`src/hdl/noc_defines.svh`:
```
`ifndef NOC_DEFINES_SVH
`define NOC_DEFINES_SVH

// Flit layout, {dest_x, dest_y, payload}.
`define NOC_FLIT_W     16
`define NOC_COORD_W    3
`define NOC_PAYLOAD_W  10

// Entries in each input FIFO.
`define NOC_FIFO_DEPTH 4

// N, S, W, E and local.
`define NOC_NUM_PORTS  5

`endif
```
`src/hdl/noc_pkg.sv`:
```
`include "noc_defines.svh"

package noc_pkg;

  // Router ports, also used as route results and arbiter indices.
  typedef enum logic [$clog2(`NOC_NUM_PORTS)-1:0] {
    PORT_N = 0,
    PORT_S = 1,
    PORT_W = 2,
    PORT_E = 3,
    PORT_L = 4
  } port_e;

  // Single-flit packet.
  typedef struct packed {
    logic [`NOC_COORD_W-1:0]   dest_x;   // Bits 15:13.
    logic [`NOC_COORD_W-1:0]   dest_y;   // Bits 12:10.
    logic [`NOC_PAYLOAD_W-1:0] payload;  // Bits 9:0.
  } flit_t;

endpackage

```
`src/hdl/xbar_req_if.sv`:
```
`timescale 1ns/10ps

interface xbar_req_if;
  import noc_pkg::*;

  flit_t flit;       // Head flit of the input FIFO.
  logic  req_valid;  // Head flit is waiting for its output.
  port_e req_port;   // Output chosen by XY routing.
  logic  grant;      // Head leaves the FIFO at the next edge.

  modport requester (
    output flit,
    output req_valid,
    output req_port,
    input  grant
  );

  modport switch (
    input  flit,
    input  req_valid,
    input  req_port,
    output grant
  );

endinterface

```
`src/hdl/mesh_router.sv`:
```
`timescale 1ns/10ps
`include "noc_defines.svh"

module mesh_router #(
  parameter logic [`NOC_COORD_W-1:0] ROUTER_X = '0,
  parameter logic [`NOC_COORD_W-1:0] ROUTER_Y = '0
) (
  input  logic                  clk_i,
  input  logic                  reset_i,

  input  logic [`NOC_FLIT_W-1:0] n_flit_i,
  input  logic                   n_flit_valid_i,
  output logic                   n_full_o,
  output logic [`NOC_FLIT_W-1:0] n_flit_o,
  output logic                   n_flit_valid_o,

  input  logic [`NOC_FLIT_W-1:0] s_flit_i,
  input  logic                   s_flit_valid_i,
  output logic                   s_full_o,
  output logic [`NOC_FLIT_W-1:0] s_flit_o,
  output logic                   s_flit_valid_o,

  input  logic [`NOC_FLIT_W-1:0] w_flit_i,
  input  logic                   w_flit_valid_i,
  output logic                   w_full_o,
  output logic [`NOC_FLIT_W-1:0] w_flit_o,
  output logic                   w_flit_valid_o,

  input  logic [`NOC_FLIT_W-1:0] e_flit_i,
  input  logic                   e_flit_valid_i,
  output logic                   e_full_o,
  output logic [`NOC_FLIT_W-1:0] e_flit_o,
  output logic                   e_flit_valid_o,

  input  logic [`NOC_FLIT_W-1:0] l_flit_i,
  input  logic                   l_flit_valid_i,
  output logic                   l_full_o,
  output logic [`NOC_FLIT_W-1:0] l_flit_o,
  output logic                   l_flit_valid_o
);
  import noc_pkg::*;

  xbar_req_if req_n_if ();
  xbar_req_if req_s_if ();
  xbar_req_if req_w_if ();
  xbar_req_if req_e_if ();
  xbar_req_if req_l_if ();

  input_port #(.ROUTER_X(ROUTER_X), .ROUTER_Y(ROUTER_Y), .IN_PORT(PORT_N)) u_in_n (
    .clk_i        (clk_i),
    .reset_i      (reset_i),
    .flit_i       (n_flit_i),
    .flit_valid_i (n_flit_valid_i),
    .full_o       (n_full_o),
    .req          (req_n_if.requester)
  );

  input_port #(.ROUTER_X(ROUTER_X), .ROUTER_Y(ROUTER_Y), .IN_PORT(PORT_S)) u_in_s (
    .clk_i        (clk_i),
    .reset_i      (reset_i),
    .flit_i       (s_flit_i),
    .flit_valid_i (s_flit_valid_i),
    .full_o       (s_full_o),
    .req          (req_s_if.requester)
  );

  input_port #(.ROUTER_X(ROUTER_X), .ROUTER_Y(ROUTER_Y), .IN_PORT(PORT_W)) u_in_w (
    .clk_i        (clk_i),
    .reset_i      (reset_i),
    .flit_i       (w_flit_i),
    .flit_valid_i (w_flit_valid_i),
    .full_o       (w_full_o),
    .req          (req_w_if.requester)
  );

  input_port #(.ROUTER_X(ROUTER_X), .ROUTER_Y(ROUTER_Y), .IN_PORT(PORT_E)) u_in_e (
    .clk_i        (clk_i),
    .reset_i      (reset_i),
    .flit_i       (e_flit_i),
    .flit_valid_i (e_flit_valid_i),
    .full_o       (e_full_o),
    .req          (req_e_if.requester)
  );

  input_port #(.ROUTER_X(ROUTER_X), .ROUTER_Y(ROUTER_Y), .IN_PORT(PORT_L)) u_in_l (
    .clk_i        (clk_i),
    .reset_i      (reset_i),
    .flit_i       (l_flit_i),
    .flit_valid_i (l_flit_valid_i),
    .full_o       (l_full_o),
    .req          (req_l_if.requester)
  );

  crossbar_switch u_xbar (
    .clk_i          (clk_i),
    .reset_i        (reset_i),
    .req_n          (req_n_if.switch),
    .req_s          (req_s_if.switch),
    .req_w          (req_w_if.switch),
    .req_e          (req_e_if.switch),
    .req_l          (req_l_if.switch),
    .n_flit_o       (n_flit_o),
    .n_flit_valid_o (n_flit_valid_o),
    .s_flit_o       (s_flit_o),
    .s_flit_valid_o (s_flit_valid_o),
    .w_flit_o       (w_flit_o),
    .w_flit_valid_o (w_flit_valid_o),
    .e_flit_o       (e_flit_o),
    .e_flit_valid_o (e_flit_valid_o),
    .l_flit_o       (l_flit_o),
    .l_flit_valid_o (l_flit_valid_o)
  );

endmodule

```
`src/hdl/crossbar_switch.sv`:
```
`timescale 1ns/10ps
`include "noc_defines.svh"

module crossbar_switch (
  input  logic           clk_i,
  input  logic           reset_i,
  xbar_req_if.switch     req_n,
  xbar_req_if.switch     req_s,
  xbar_req_if.switch     req_w,
  xbar_req_if.switch     req_e,
  xbar_req_if.switch     req_l,
  output noc_pkg::flit_t n_flit_o,
  output logic           n_flit_valid_o,
  output noc_pkg::flit_t s_flit_o,
  output logic           s_flit_valid_o,
  output noc_pkg::flit_t w_flit_o,
  output logic           w_flit_valid_o,
  output noc_pkg::flit_t e_flit_o,
  output logic           e_flit_valid_o,
  output noc_pkg::flit_t l_flit_o,
  output logic           l_flit_valid_o
);
  import noc_pkg::*;

  flit_t                     in_flit [`NOC_NUM_PORTS];
  logic                      in_valid [`NOC_NUM_PORTS];
  port_e                     in_port [`NOC_NUM_PORTS];
  logic [`NOC_NUM_PORTS-1:0] grant_in;
  logic [`NOC_NUM_PORTS-1:0] req_vec [`NOC_NUM_PORTS];    // Indexed by output.
  logic [`NOC_NUM_PORTS-1:0] grant_vec [`NOC_NUM_PORTS];  // Indexed by output.
  logic                      grant_valid [`NOC_NUM_PORTS];
  port_e                     grant_idx [`NOC_NUM_PORTS];
  flit_t                     out_flit_q [`NOC_NUM_PORTS];
  logic                      out_valid_q [`NOC_NUM_PORTS];

  assign in_flit[PORT_N] = req_n.flit;
  assign in_flit[PORT_S] = req_s.flit;
  assign in_flit[PORT_W] = req_w.flit;
  assign in_flit[PORT_E] = req_e.flit;
  assign in_flit[PORT_L] = req_l.flit;

  assign in_valid[PORT_N] = req_n.req_valid;
  assign in_valid[PORT_S] = req_s.req_valid;
  assign in_valid[PORT_W] = req_w.req_valid;
  assign in_valid[PORT_E] = req_e.req_valid;
  assign in_valid[PORT_L] = req_l.req_valid;

  assign in_port[PORT_N] = req_n.req_port;
  assign in_port[PORT_S] = req_s.req_port;
  assign in_port[PORT_W] = req_w.req_port;
  assign in_port[PORT_E] = req_e.req_port;
  assign in_port[PORT_L] = req_l.req_port;

  // Column o collects the inputs routed to output o.
  always_comb begin
    for (int o = 0; o < `NOC_NUM_PORTS; o++) begin
      for (int i = 0; i < `NOC_NUM_PORTS; i++)
        req_vec[o][i] = in_valid[i] && (in_port[i] == port_e'(o));
    end
  end

  for (genvar o = 0; o < `NOC_NUM_PORTS; o++) begin : g_arb
    output_arbiter u_arb (
      .clk_i         (clk_i),
      .reset_i       (reset_i),
      .req_vec_i     (req_vec[o]),
      .grant_vec_o   (grant_vec[o]),
      .grant_valid_o (grant_valid[o]),
      .grant_idx_o   (grant_idx[o])
    );
  end

  // An input requests one output, so at most one column grants it.
  always_comb begin
    grant_in = '0;
    for (int o = 0; o < `NOC_NUM_PORTS; o++)
      grant_in = grant_in | grant_vec[o];
  end

  assign req_n.grant = grant_in[PORT_N];
  assign req_s.grant = grant_in[PORT_S];
  assign req_w.grant = grant_in[PORT_W];
  assign req_e.grant = grant_in[PORT_E];
  assign req_l.grant = grant_in[PORT_L];

  always_ff @(posedge clk_i) begin
    for (int o = 0; o < `NOC_NUM_PORTS; o++) begin
      if (grant_valid[o])
        out_flit_q[o] <= in_flit[grant_idx[o]];
    end
  end

  always_ff @(posedge clk_i) begin
    for (int o = 0; o < `NOC_NUM_PORTS; o++) begin
      if (reset_i)
        out_valid_q[o] <= 1'b0;
      else
        out_valid_q[o] <= grant_valid[o];  // One-cycle pulse per grant.
    end
  end

  assign n_flit_o       = out_flit_q[PORT_N];
  assign s_flit_o       = out_flit_q[PORT_S];
  assign w_flit_o       = out_flit_q[PORT_W];
  assign e_flit_o       = out_flit_q[PORT_E];
  assign l_flit_o       = out_flit_q[PORT_L];
  assign n_flit_valid_o = out_valid_q[PORT_N];
  assign s_flit_valid_o = out_valid_q[PORT_S];
  assign w_flit_valid_o = out_valid_q[PORT_W];
  assign e_flit_valid_o = out_valid_q[PORT_E];
  assign l_flit_valid_o = out_valid_q[PORT_L];

endmodule

```
`src/hdl/output_arbiter.sv`:
```
`timescale 1ns/10ps
`include "noc_defines.svh"

module output_arbiter (
  input  logic                      clk_i,
  input  logic                      reset_i,
  input  logic [`NOC_NUM_PORTS-1:0] req_vec_i,
  output logic [`NOC_NUM_PORTS-1:0] grant_vec_o,
  output logic                      grant_valid_o,
  output noc_pkg::port_e            grant_idx_o
);
  import noc_pkg::*;

  port_e ptr_q;  // Highest priority input.
  port_e ptr_next;

  // First requester at or after the pointer wins.
  always_comb begin
    int unsigned idx;
    logic        found;
    grant_vec_o = '0;
    grant_idx_o = PORT_N;
    found       = 1'b0;
    for (int i = 0; i < `NOC_NUM_PORTS; i++) begin
      idx = (int'(ptr_q) + i) % `NOC_NUM_PORTS;
      if (!found && req_vec_i[idx]) begin
        found            = 1'b1;
        grant_vec_o[idx] = 1'b1;
        grant_idx_o      = port_e'(idx);
      end
    end
    grant_valid_o = found;
  end

  assign ptr_next = (grant_idx_o == PORT_L) ? PORT_N : port_e'(grant_idx_o + 1);

  always_ff @(posedge clk_i) begin
    if (reset_i)
      ptr_q <= PORT_N;
    else if (grant_valid_o)
      ptr_q <= ptr_next;  // Winner drops to lowest priority.
  end

  a_grant_legal: assert property (@(posedge clk_i) disable iff (reset_i)
    $onehot0(grant_vec_o) && ((grant_vec_o & ~req_vec_i) == '0));

endmodule

```
`src/hdl/input_port.sv`:
```
`timescale 1ns/10ps
`include "noc_defines.svh"

module input_port #(
  parameter logic [`NOC_COORD_W-1:0] ROUTER_X = '0,
  parameter logic [`NOC_COORD_W-1:0] ROUTER_Y = '0,
  parameter noc_pkg::port_e IN_PORT = noc_pkg::PORT_L
) (
  input  logic              clk_i,
  input  logic              reset_i,
  input  noc_pkg::flit_t    flit_i,
  input  logic              flit_valid_i,
  output logic              full_o,
  xbar_req_if.requester     req
);
  import noc_pkg::*;

  localparam int PTR_W = $clog2(`NOC_FIFO_DEPTH);
  localparam int CNT_W = $clog2(`NOC_FIFO_DEPTH + 1);

  flit_t            mem_q [`NOC_FIFO_DEPTH];
  logic [PTR_W-1:0] wr_ptr_q;
  logic [PTR_W-1:0] rd_ptr_q;
  logic [CNT_W-1:0] count_q;
  logic             fresh_q;  // Tail entry was written at the last edge.
  logic             wr_en;
  logic             rd_en;
  flit_t            head;
  port_e            route;

  function automatic logic [PTR_W-1:0] ptr_inc(input logic [PTR_W-1:0] ptr);
    if (ptr == PTR_W'(`NOC_FIFO_DEPTH - 1))
      return '0;
    return ptr + 1'b1;
  endfunction

  assign full_o = (count_q == CNT_W'(`NOC_FIFO_DEPTH));
  assign wr_en  = flit_valid_i & ~full_o;
  assign rd_en  = req.grant;
  assign head   = mem_q[rd_ptr_q];

  always_ff @(posedge clk_i) begin
    if (wr_en)
      mem_q[wr_ptr_q] <= flit_i;
  end

  always_ff @(posedge clk_i) begin
    if (reset_i) begin
      wr_ptr_q <= '0;
      rd_ptr_q <= '0;
      count_q  <= '0;
      fresh_q  <= 1'b0;
    end else begin
      if (wr_en)
        wr_ptr_q <= ptr_inc(wr_ptr_q);
      if (rd_en)
        rd_ptr_q <= ptr_inc(rd_ptr_q);
      count_q <= count_q + CNT_W'(wr_en) - CNT_W'(rd_en);
      fresh_q <= wr_en;
    end
  end

  // XY routing, X first.
  always_comb begin
    if (head.dest_x > ROUTER_X)
      route = PORT_E;
    else if (head.dest_x < ROUTER_X)
      route = PORT_W;
    else if (head.dest_y > ROUTER_Y)
      route = PORT_N;
    else if (head.dest_y < ROUTER_Y)
      route = PORT_S;
    else
      route = PORT_L;
  end

  // A fresh entry only requests one cycle after its write.
  assign req.req_valid = (count_q > CNT_W'(fresh_q));
  assign req.flit      = head;
  assign req.req_port  = route;

  a_no_uturn: assert property (@(posedge clk_i) disable iff (reset_i)
    (req.req_valid && IN_PORT != PORT_L) |-> req.req_port != IN_PORT);

  a_no_write_full: assert property (@(posedge clk_i) disable iff (reset_i)
    flit_valid_i |-> !full_o);

endmodule

```
`config.mk`:
```
export PLATFORM = sky130hd
export DESIGN_NAME = mesh_router
export DESIGN_NICKNAME = d
export VERILOG_FILES = /design/src/hdl/noc_pkg.sv /design/src/hdl/xbar_req_if.sv /design/src/hdl/mesh_router.sv /design/src/hdl/crossbar_switch.sv /design/src/hdl/output_arbiter.sv /design/src/hdl/input_port.sv
export VERILOG_INCLUDE_DIRS = /design/src /design/src/hdl
export SDC_FILE = /design/constraint.sdc
export NUM_CORES = 1
export LEC_CHECK = 0
export ABC_AREA = 1
export BUFFER_PORTS_ARGS = -buffer_cell sky130_fd_sc_hd__clkbuf_2
export CAP_MARGIN = 15
export CELL_PAD_IN_SITES_DETAIL_PLACEMENT = 0
export CELL_PAD_IN_SITES_GLOBAL_PLACEMENT = 1
export CORE_MARGIN = 2
export CORE_UTILIZATION = 51
export CTS_CLUSTER_DIAMETER = 120
export CTS_CLUSTER_SIZE = 16
export DETAILED_ROUTE_END_ITERATION = 7
export GPL_TIMING_DRIVEN = 0
export HOLD_SLACK_MARGIN = 0.05
export PLACE_DENSITY = 0.84
export SLEW_MARGIN = 20
export SYNTH_ARGS = -nofsm -noshare
export SYNTH_HDL_FRONTEND = slang
export SYNTH_SLANG_ARGS = --single-unit
```
`constraint.sdc`:
```
create_clock -name clk_i -period 12.88 [get_ports clk_i]
set_input_delay 1.932 -clock clk_i [delete_from_list [all_inputs] [get_ports clk_i]]
set_output_delay 1.932 -clock clk_i [all_outputs]
set_load 0.01 [all_outputs]
```
==> run summary, run 1 <==
Least-Margin Pin Slew: 1.08 ns
CP Capture Type: flop
asr flop ratio synth: 0%
drt pass-1 iters: 5
first-pass GRT wire length: 124 mm
share of post-route cells with drive strength above 1: 16.4%
M1 GR Usage: 38.1%
drt wl/cell: 20.0 microns
pin count of the biggest net entering global routing: 19
Clk Latency, worst-skew pair: 0.61 ns
GR Overflow Total: 0
DR DRC count: 0
YS warnings: 0
footprint of the multi-input gates: 0.0123 sq mm
I/O pins: 177
post_cts resized: 0
Area growth syn-to-layout: 10.6%
Synth top area share: 41.3%
FF-to-FF path depth: 34
Die Area: 0.0543 sq mm
GR Util met2: 52.3%
Crit Path Category: reg -> reg
Final TNS setup: 0 ns
gpl congestion: 0.948
CP max FO: 9
Setup-failing EPs final: 0
number of hold violations in the final report: 0
Root Buffer: clkbuf_16
Antenna Violating Nets Remaining: 0
fmax: 158 MHz
Worst EP arrival: 6.76 ns
worst hold-check path type: reg -> reg
CTS clk-pin slew, worst paths: 0.08 ns
WP data required: 13.32 ns
dpl hpwl: 63.5 mm
CP max-delay cell: dfxtp_1
register area: 0.0123 sq mm
top cells by count, synth: nand2_1, edfxtp_1, nor2_1
HP Start: u_in_e.wr_ptr_q[1]
synth top area cells: edfxtp_1, nand2_1, ha_1, nand3_1, nor2_1
Non-Filler Instances: 4087
CTS tree: built
CP startpoint kind: flop
reg-to-reg critical path endpoint: u_in_w.count_q[2]
row count: 83
Post-synth top flop: edfxtp_1
gr usage total: 29.8%
Worst Path Buf+Inv: 9
WHS Endpoint: u_in_e.wr_ptr_q[1]
worst r2r src: u_xbar.g_arb[4].u_arb.ptr_q[1]
area leader, netlist: edfxtp_1
Post-Syn Area: 0.0268 sq mm
Die H: 233 microns
Filler Cell Count: 4594
Most Frequent Cell on Critical Path: inv_1
PortBufs: 141
relative slew slack: 27.3%
cell family with most CP delay: simple AND/OR/NAND/NOR gates
Core Area: 0.0516 sq mm
Num CTS Buffers: 30
syn avg cell area: 8.47 sq um
skew final: 0.0385 ns
number of enable flip-flop cells after synthesis: 368
count of cell types in the netlist: 66
met3 Use GR: 3.04%
run status: finished, final reports clean
Seq cells post-synth: 430
cell count after synthesis: 3157
hold path depth: 2
Final #Nets: 3614
Sink Count: 430
leading cell type by number of instances after synthesis: nand2_1
fin crit period: 6.31 ns
Initial DRC Count: 1885
Setup Buffers After CTS: 0
initial antenna violation count: 1
dpl cells: 4031
Via density: 5.60
flop2flop setup slack: 6.57 ns
initial core utilization: 51.8%
maxcap violations: 0
hold bufs inserted after CTS: 0
Final Cycle Share: 49.0%
CTS Buffer Depth: 3
Die X: 233 microns
RSZ-0062 raised after global routing: no
register area share after synthesis: 45.9%
GRT Max-Usage Layer: met2
H-tree depth: 1
Total Routed Length: 81.8 mm
fin. max-slew vios: 0
number of global-route vias before repair: 21800
Vias: 22900
Slowest Stage Delay on Critical Path: 0.51 ns
-- per-stage QoR --
stage / utilization [%] / hold slack (ns) / worst slack, ns / cell area [sq um]
after floorplan: - / 0.491 / 7.78 / 26900
final: 57.3 / 0.538 / 6.57 / 29600
after global placement: 55.1 / 0.506 / 6.77 / 28400
after CTS: 57.3 / 0.541 / 6.58 / 29600
after detailed placement: 55.7 / 0.530 / 6.64 / 28700
after global routing: 57.3 / 0.574 / 5.92 / 29600
-- per-layer routing --
| metal | wire length [microns] | vias to the layer above |
|---|---|---|
| met3 | 5130 | 157 |
| met1 | 33300 | 10900 |
| met5 | 0 | - |
| li1 | - | 11000 |
| met4 | 3100 | 0 |
| met2 | 40300 | 846 |
-- cells in the final DEF, fill, tap and decap left out, types with 5 or more instances in the layout --
| cell type | count |
|---|---|
| nand2_1 | 695 |
| edfxtp_1 | 368 |
| inv_1 | 330 |
| nor2_1 | 313 |
| nand3_1 | 313 |
| clkbuf_2 | 142 |
| ha_1 | 139 |
| o21ai_0 | 135 |
| nand4_1 | 131 |
| clkbuf_1 | 67 |
| dfxtp_1 | 62 |
| nand2_2 | 52 |
| a21oi_1 | 51 |
| buf_4 | 44 |
| o22ai_1 | 43 |
| inv_2 | 39 |
| nor3_1 | 38 |
| nor2_2 | 38 |
| nand3_2 | 37 |
| conb_1 | 34 |
| or2_2 | 33 |
| buf_2 | 32 |
| clkbuf_16 | 30 |
| buf_6 | 29 |
| o21ai_1 | 28 |
| nand2_4 | 18 |
| xor2_1 | 15 |
| o21ai_2 | 13 |
| nor2_4 | 12 |
| a32oi_1 | 11 |
| o211ai_1 | 10 |
| clkinv_1 | 8 |
| nand3b_1 | 7 |
| buf_8 | 7 |
| a211oi_1 | 6 |
| xnor2_1 | 5 |
| fa_1 | 5 |
-- worst max-delay path by stage --
| stage | end | start | slack (ns) | cells past startpoint |
|---|---|---|---|---|
| 2_1_floorplan | u_in_s.count_q[2] | u_xbar.g_arb[4].u_arb.ptr_q[1] | 7.78 | 34 |
| 3_5_place_dp | u_in_w.count_q[2] | u_xbar.g_arb[4].u_arb.ptr_q[1] | 6.64 | 34 |
| 4_1_cts | u_in_w.count_q[2] | u_xbar.g_arb[4].u_arb.ptr_q[1] | 6.58 | 34 |
| 3_3_place_gp | u_in_w.count_q[2] | u_xbar.g_arb[4].u_arb.ptr_q[1] | 6.77 | 34 |
| 6_report | u_in_w.count_q[2] | u_xbar.g_arb[4].u_arb.ptr_q[1] | 6.57 | 34 |
| 5_1_grt | u_in_w.count_q[2] | u_xbar.g_arb[4].u_arb.ptr_q[1] | 5.92 | 36 |
-- state kept, by name, summed over array words and instances, names as in the netlist, 3 cells and up, named ones only --
register,cells
u_in_s.mem_q,64
u_in_e.mem_q,64
u_in_n.mem_q,64
u_xbar.g_arb.u_arb.ptr_q,9
u_in_n.count_q,3
u_in_w.count_q,3
u_in_l.count_q,3
u_in_l.mem_q,64
u_in_e.count_q,3
u_in_w.mem_q,64
u_xbar.out_flit_q,48
u_in_s.count_q,3
u_xbar.out_valid_q,3
-- worst register-to-register path: cells and delay by family (launching register included) --
family | cells | cell delay, ns
simple gates | 16 | 1.87
fa+ha+maj | 6 | 1.65
buf+inv | 9 | 1.22
xor+xnor | 2 | 0.56
flops | 1 | 0.51
compound gates | 1 | 0.33
-- cell families (layout without fill, tap and decap cells) --
logic type / count (synthesis) / in the layout / synth area share (%)
flip-flops: 430 / 430 / 45.9
AND/OR/NAND/NOR: 1704 / 1704 / 30.1
AO/OA/AOI/OAI: 335 / 335 / 7.59
adder cells (fa/ha/maj): 144 / 144 / 6.87
buffers and inverters: 519 / 735 / 8.55
XOR/XNOR: 24 / 24 / 0.898
other: 1 / 35 / 0.0140
-- layout make-up --
| type | count | share of cell area [%] |
|---|---|---|
| repair buffers | 161 | 3.23 |
| clock inverters | 2 | 0.0676 |
| flip-flops and latches | 430 | 41.5 |
| multi-input cells | 2241 | 41.7 |
| well taps | 680 | 2.87 |
| inverters | 381 | 4.88 |
| clock buffers | 53 | 2.83 |
| plain buffers | 138 | 2.85 |
| diodes | 1 | 0.00846 |
Power of run 1 is left out: the tool's default activity adds up to more than one toggle a clock period on the data nets, which glitch-free logic cannot reach.
==> run 2, diff against run 1 <==
--- a/config.mk
+++ b/config.mk
@@ -12,13 +12,13 @@
 export CELL_PAD_IN_SITES_DETAIL_PLACEMENT = 0
 export CELL_PAD_IN_SITES_GLOBAL_PLACEMENT = 1
 export CORE_MARGIN = 2
-export CORE_UTILIZATION = 51
+export CORE_UTILIZATION = 43
 export CTS_CLUSTER_DIAMETER = 120
 export CTS_CLUSTER_SIZE = 16
 export DETAILED_ROUTE_END_ITERATION = 7
 export GPL_TIMING_DRIVEN = 0
 export HOLD_SLACK_MARGIN = 0.05
-export PLACE_DENSITY = 0.84
+export PLACE_DENSITY = 0.75
 export SLEW_MARGIN = 20
 export SYNTH_ARGS = -nofsm -noshare
 export SYNTH_HDL_FRONTEND = slang
==> constraint.sdc (replaced) <==
create_clock -name clk_i -period 5.7 [get_ports clk_i]
set_input_delay 0.855 -clock clk_i [delete_from_list [all_inputs] [get_ports clk_i]]
set_output_delay 0.855 -clock clk_i [all_outputs]
set_load 0.01 [all_outputs]
==> run summary, run 2 (synthesis results as in run 1) <==
Worst Path Buf+Inv: 7 (was 9)
Clk Latency, worst-skew pair: 0.54 ns (was 0.61 ns)
Initial DRC Count: 1739 (was 1885)
Num CTS Buffers: 34 (was 30)
initial core utilization: 43.4% (was 51.8%)
Root Buffer: clkbuf_16 (unchanged)
critical path, cell by cell: buf_6 -> inv_4 -> ha_1 -> clkbuf_4 -> or2_1 -> nor2_1 -> nor2_2 -> nand2_1 -> nand2_1 -> inv_1 -> ha_2 -> inv_1 -> a21oi_2 -> nand2_2 -> xor2_4 -> buf_4 -> o21ai_0 -> nand2_1 -> nand2_1 -> nand2_1 -> nand2_2 -> nand3_4 -> nor3_1 -> inv_1
CTS tree: built (unchanged)
CP Capture Type: flop (unchanged)
drt wl/cell: 19.7 microns (was 20.0 microns)
commonest non-fill, non-tap cells in the layout: nand2_1, edfxtp_1, inv_1, nand3_1, nor2_1 (was nand2_1, edfxtp_1, inv_1, nor2_1, nand3_1)
CP max FO: 16 (was 9)
Filler Cell Count: 5867 (was 4594)
fmax: 184 MHz (was 158 MHz)
number of hold violations in the final report: 0 (unchanged)
most common cell after layout, fill and taps aside: nand2_1 (unchanged)
register area: 0.0123 sq mm (about the same)
Worst EP arrival: 5.51 ns (was 6.76 ns)
dpl hpwl: 65.7 mm (was 63.5 mm)
Via density: 5.32 (was 5.60)
Antenna Violating Nets Remaining: 0 (unchanged)
Area growth syn-to-layout: 14.5% (was 10.6%)
CP max-delay cell: nor3_1 (was dfxtp_1)
GR Overflow Total: 0 (unchanged)
worst hold-check path type: in -> reg (was reg -> reg)
Core Area: 0.0616 sq mm (was 0.0516 sq mm)
CTS Buffer Depth: 3 (unchanged)
Most Frequent Cell on Critical Path: nand2_1 (was inv_1)
Die H: 253 microns (was 233 microns)
CP startpoint kind: flop (unchanged)
Vias: 22800 (was 22900)
Final TNS setup: 0 ns (unchanged)
fin crit period: 5.42 ns (was 6.31 ns)
H-tree depth: 2 (was 1)
Die X: 253 microns (was 233 microns)
footprint of the multi-input gates: 0.0127 sq mm (was 0.0123 sq mm)
skew final: 0.0271 ns (was 0.0385 ns)
Die Area: 0.0642 sq mm (was 0.0543 sq mm)
Crit Path Category: reg -> reg (unchanged)
WP data required: 5.79 ns (was 13.32 ns)
maxcap violations: 0 (unchanged)
Sink Count: 430 (unchanged)
run status: finished, final reports clean (unchanged)
Final #Nets: 3651 (was 3614)
share of post-route cells with drive strength above 1: 19.4% (was 16.4%)
number of global-route vias before repair: 21400 (was 21800)
I/O pins: 177 (unchanged)
relative slew slack: 20.3% (was 27.3%)
cell family with most CP delay: simple AND/OR/NAND/NOR gates (unchanged)
PortBufs: 141 (unchanged)
antenna fix cells: 0 (was 1)
gpl congestion: 0.954 (was 0.948)
gr usage total: 25.8% (was 29.8%)
Setup-failing EPs final: 0 (unchanged)
initial antenna violation count: 0 (was 1)
DR DRC count: 0 (unchanged)
drt pass-1 iters: 6 (was 5)
Total Routed Length: 84.5 mm (was 81.8 mm)
pin count of the biggest net entering global routing: 19 (unchanged)
row count: 91 (was 83)
Least-Margin Pin Slew: 1.19 ns (was 1.08 ns)
Slowest Stage Delay on Critical Path: 0.97 ns (was 0.51 ns)
CTS clk-pin slew, worst paths: 0.08 ns (about the same)
Final Cycle Share: 95.1% (was 49.0%)
first-pass GRT wire length: 126 mm (was 124 mm)
hold bufs inserted after CTS: 0 (unchanged)
fin. max-slew vios: 0 (unchanged)
run 2: cell type report:
class                           instances  area share [%]
Timing Repair Buffer                  194            3.98
Inverter                              381            4.83
Sequential cell                       430            40.2
Buffer                                138            2.89
Clock inverter                          4           0.188
Tap cell                              837            3.42
Clock buffer                           54            3.02
Multi-Input combinational cell       2241            41.5
run 2: metrics by stage:
stage,hold slack (ns),std cells,utilization (%),area (sq um),setup WS (ns)
6_report,0.530,4279,49.7,30600,0.279
2_1_floorplan,0.491,3190,-,26900,0.603
3_3_place_gp,0.508,4168,46.5,28600,-0.635
3_5_place_dp,0.532,4188,47.0,29000,-0.789
5_1_grt,0.525,4279,49.7,30600,-0.0194
4_1_cts,0.509,4250,48.9,30100,0.00896
run 2: path summary, 6_finish.rpt:
path,from,end,slack (ns),depth (start not counted)
min reg2reg,u_in_n.wr_ptr_q[1],u_in_n.wr_ptr_q[1],0.54,2
min,w_flit_i[12],u_in_w.mem_q[3][12],0.53,1
max reg2reg,u_xbar.g_arb[3].u_arb.ptr_q[2],u_xbar.out_flit_q[3][7],0.28,24
max,u_xbar.g_arb[3].u_arb.ptr_q[2],u_xbar.out_flit_q[3][7],0.28,24
run 2: what timing repair did:
item,CTS,global route
pin swaps,2,17
setup endpoints to repair,43,39
buffers inserted,4,29
resized for setup,36,87
run 2: metal layers:
metal | part of all wire, % | GRT usage, %
met5 | 0 | 0
met2 | 50 | 46.2
met1 | 43 | 33.6
met4 | 2.8 | 6.78
met3 | 4.2 | 1.84
Power of run 2 is left out for the same reason.
==> run 3, diff against run 2 <==
--- a/config.mk
+++ b/config.mk
@@ -6,19 +6,18 @@
 export SDC_FILE = /design/constraint.sdc
 export NUM_CORES = 1
 export LEC_CHECK = 0
-export ABC_AREA = 1
 export BUFFER_PORTS_ARGS = -buffer_cell sky130_fd_sc_hd__clkbuf_2
 export CAP_MARGIN = 15
 export CELL_PAD_IN_SITES_DETAIL_PLACEMENT = 0
 export CELL_PAD_IN_SITES_GLOBAL_PLACEMENT = 1
 export CORE_MARGIN = 2
-export CORE_UTILIZATION = 43
+export CORE_UTILIZATION = 45
 export CTS_CLUSTER_DIAMETER = 120
 export CTS_CLUSTER_SIZE = 16
 export DETAILED_ROUTE_END_ITERATION = 7
 export GPL_TIMING_DRIVEN = 0
 export HOLD_SLACK_MARGIN = 0.05
-export PLACE_DENSITY = 0.75
+export PLACE_DENSITY = 0.74
 export SLEW_MARGIN = 20
 export SYNTH_ARGS = -nofsm -noshare
 export SYNTH_HDL_FRONTEND = slang
==> run summary, run 3 <==
run status: finished, final reports clean (unchanged)
DR DRC count: 0 (unchanged)
Seq cells post-synth: 430 (unchanged)
Post-Layout Inst Area: 0.0312 sq mm (was 0.0306 sq mm)
GR Overflow Total: 0 (unchanged)
dpl cells: 3020 (was 4188)
Final #Nets: 2686 (was 3651)
Via density: 5.81 (was 5.32)
Die H: 241 microns (was 253 microns)
count of cell types in the netlist: 101 (was 66)
Antenna Violating Nets Remaining: 0 (unchanged)
CP startpoint kind: flop (unchanged)
Vias: 18800 (was 22800)
YS warnings: 0 (unchanged)
H-tree depth: 1 (was 2)
drt pass-1 iters: 5 (was 6)
register area share after synthesis: 48.8% (was 45.9%)
WP data required: 6.15 ns (was 5.79 ns)
Final Cycle Share: 99.4% (was 95.1%)
Post-DP Area: 0.0271 sq mm (was 0.0290 sq mm)
CP max FO: 7 (was 16)
gpl congestion: 0.957 (was 0.954)
synth top area cells: edfxtp_1, ha_1, mux4_2, mux2i_1, dfxtp_1 (was edfxtp_1, nand2_1, ha_1, nand3_1, nor2_1)
syn avg cell area: 12.0 sq um (was 8.47 sq um)
worst hold-check path type: in -> reg (unchanged)
hold bufs inserted after CTS: 0 (unchanged)
commonest non-fill, non-tap cells in the layout: edfxtp_1, buf_4, clkbuf_2, mux2i_1 (was nand2_1, edfxtp_1, inv_1, nand3_1, nor2_1)
top cells by count, synth: edfxtp_1, mux2i_1, ha_1 (was nand2_1, edfxtp_1, nor2_1)
gr usage total: 25.5% (was 25.8%)
I/O pins: 177 (unchanged)
Setup-failing EPs final: 0 (unchanged)
number of hold violations in the final report: 0 (unchanged)
area leader, netlist: edfxtp_1 (unchanged)
PortBufs: 142 (was 141)
skew final: 0.0180 ns (was 0.0271 ns)
relative slew slack: 25.3% (was 20.3%)
drt wl/cell: 23.4 microns (was 19.7 microns)
Sink Count: 430 (unchanged)
CP Capture Type: flop (unchanged)
Post-Syn Area: 0.0252 sq mm (was 0.0268 sq mm)
CTS Buffer Depth: 3 (unchanged)
Clk Latency, worst-skew pair: 0.59 ns (was 0.54 ns)
fmax: 176 MHz (was 184 MHz)
Area growth syn-to-layout: 24.0% (was 14.5%)
fin. max-slew vios: 0 (unchanged)
Core Area: 0.0552 sq mm (was 0.0616 sq mm)
Die X: 241 microns (was 253 microns)
initial antenna violation count: 4 (was 0)
CTS tree: built (unchanged)
pin count of the biggest net entering global routing: 22 (was 19)
Non-Filler Instances: 3228 (was 4279)
Num CTS Buffers: 30 (was 34)
Least-Margin Pin Slew: 1.12 ns (was 1.19 ns)
dpl hpwl: 55.3 mm (was 65.7 mm)
initial core utilization: 45.6% (was 43.4%)
Root Buffer: clkbuf_16 (unchanged)
first-pass GRT wire length: 111 mm (was 126 mm)
Worst EP arrival: 6.11 ns (was 5.51 ns)
RSZ-0062 raised after global routing: yes
Initial DRC Count: 1405 (was 1739)
Die Area: 0.0578 sq mm (was 0.0642 sq mm)
Crit Path Category: reg -> reg (unchanged)
Total Routed Length: 75.6 mm (was 84.5 mm)
asr flop ratio synth: 0% (unchanged)
maxcap violations: 0 (unchanged)
CTS clk-pin slew, worst paths: 0.08 ns (about the same)
share of post-route cells with drive strength above 1: 33.0% (was 19.4%)
row count: 86 (was 91)
Synth top area share: 43.9% (was 41.3%)
most common cell after layout, fill and taps aside: edfxtp_1 (was nand2_1)
fin crit period: 5.67 ns (was 5.42 ns)
Final Util: 56.6% (was 49.7%)
Post-synth top flop: edfxtp_1 (unchanged)
number of global-route vias before repair: 18400 (was 21400)
leading cell type by number of instances after synthesis: edfxtp_1 (was nand2_1)
number of enable flip-flop cells after synthesis: 368 (unchanged)
cell count after synthesis: 2097 (was 3157)
[run 3: changes by cell type in the layout (fill, tap and decap cells not counted), sizes merged, moves of 114 or more]
cell   before  now
nand2     765  119
nand3     354   36
inv       370  107
nor2      364  106
mux2i       0  145
nand4     134   14
o21ai     178   64
[run 3: path summary, 6_finish.rpt]
kind	startpoint	end	slack [ns]	cells after the start
worst min-delay path	n_flit_i[6]	u_in_n.mem_q[0][6]	0.49	1
worst min register to register	u_in_e.rd_ptr_q[1]	u_in_e.rd_ptr_q[1]	0.52	2
worst max-delay path	u_xbar.g_arb[0].u_arb.ptr_q[1]	u_in_s.count_q[2]	0.03	27
worst max register to register	u_xbar.g_arb[0].u_arb.ptr_q[1]	u_in_s.count_q[2]	0.03	27
[run 3: repair_timing]
item                                    4_1_cts  5_1_grt
setup buffers                               109       57
hold endpoints to repair                      0        0
endpoints found under the setup margin      140       82
cloned                                        0        1
gates resized for setup                     254      164
pin swaps                                    65       80
[run 3: logic make-up (layout without fill, tap and decap cells)]
| kind of cell | Yosys count | count (layout) | share of synthesized area [%] |
|---|---|---|---|
| AO/OA/AOI/OAI | 396 | 396 | 11.5 |
| flip-flops | 430 | 430 | 48.8 |
| adder cells (fa/ha/maj) | 144 | 144 | 7.31 |
| XOR/XNOR | 40 | 40 | 1.50 |
| multiplexers | 261 | 261 | 14.2 |
| buffers and inverters | 254 | 603 | 4.53 |
| AND/OR/NAND/NOR | 571 | 571 | 12.1 |
| other | 1 | 35 | 0.0149 |
[run 3: through the flow]
step	setup WS, ns	hold WS [ns]	setup TNS, ns
final	0.0320	0.488	0
after global routing	-0.145	0.479	-0.821
after global placement	-1.47	0.490	-93.78
after CTS	-0.0944	0.470	-0.219
after floorplan	0.00189	0.461	0
after detailed placement	-1.50	0.511	-99.59
[run 3: worst max-delay path, cell delays in order, from the launching register on]
cell and delay, ns:
dfxtp_4 0.39, clkbuf_16 0.13, clkinvlp_4 0.15, ha_4 0.28
clkbuf_16 0.15, inv_4 0.07, ha_1 0.14, inv_1 0.04
ha_1 0.18, nor2b_2 0.16, nand2b_4 0.14, a31o_2 0.21
mux2_4 0.32, mux2i_2 0.22, and2_4 0.18, clkbuf_8 0.15
nor4b_1 0.06, or4_4 0.51, or4_4 0.57, nor4_4 0.25
inv_1 0.08, ha_1 0.29, inv_1 0.06, ha_2 0.16
inv_2 0.04, fa_2 0.36, xnor2_2 0.15, nor2_1 0.05
[run 3: cell type report]
class	instances	area, sq um
fillers	4584	24000
multi-input cells	1446	13500
flip-flops and latches	430	12300
repair buffers	308	2040
plain buffers	124	987
well taps	748	936
clock buffers	56	880
inverters	115	526
diodes	1	2.50
[run 3: layer usage]
layer	global-route usage, %	vias up	routed length, microns
li1	-	8669	-
met1	32.3	9349	30600
met2	44.8	583	37800
met3	3.15	144	4160
met4	9.17	6	2960
met5	0	-	36
Power of run 3 is left out for the same reason.
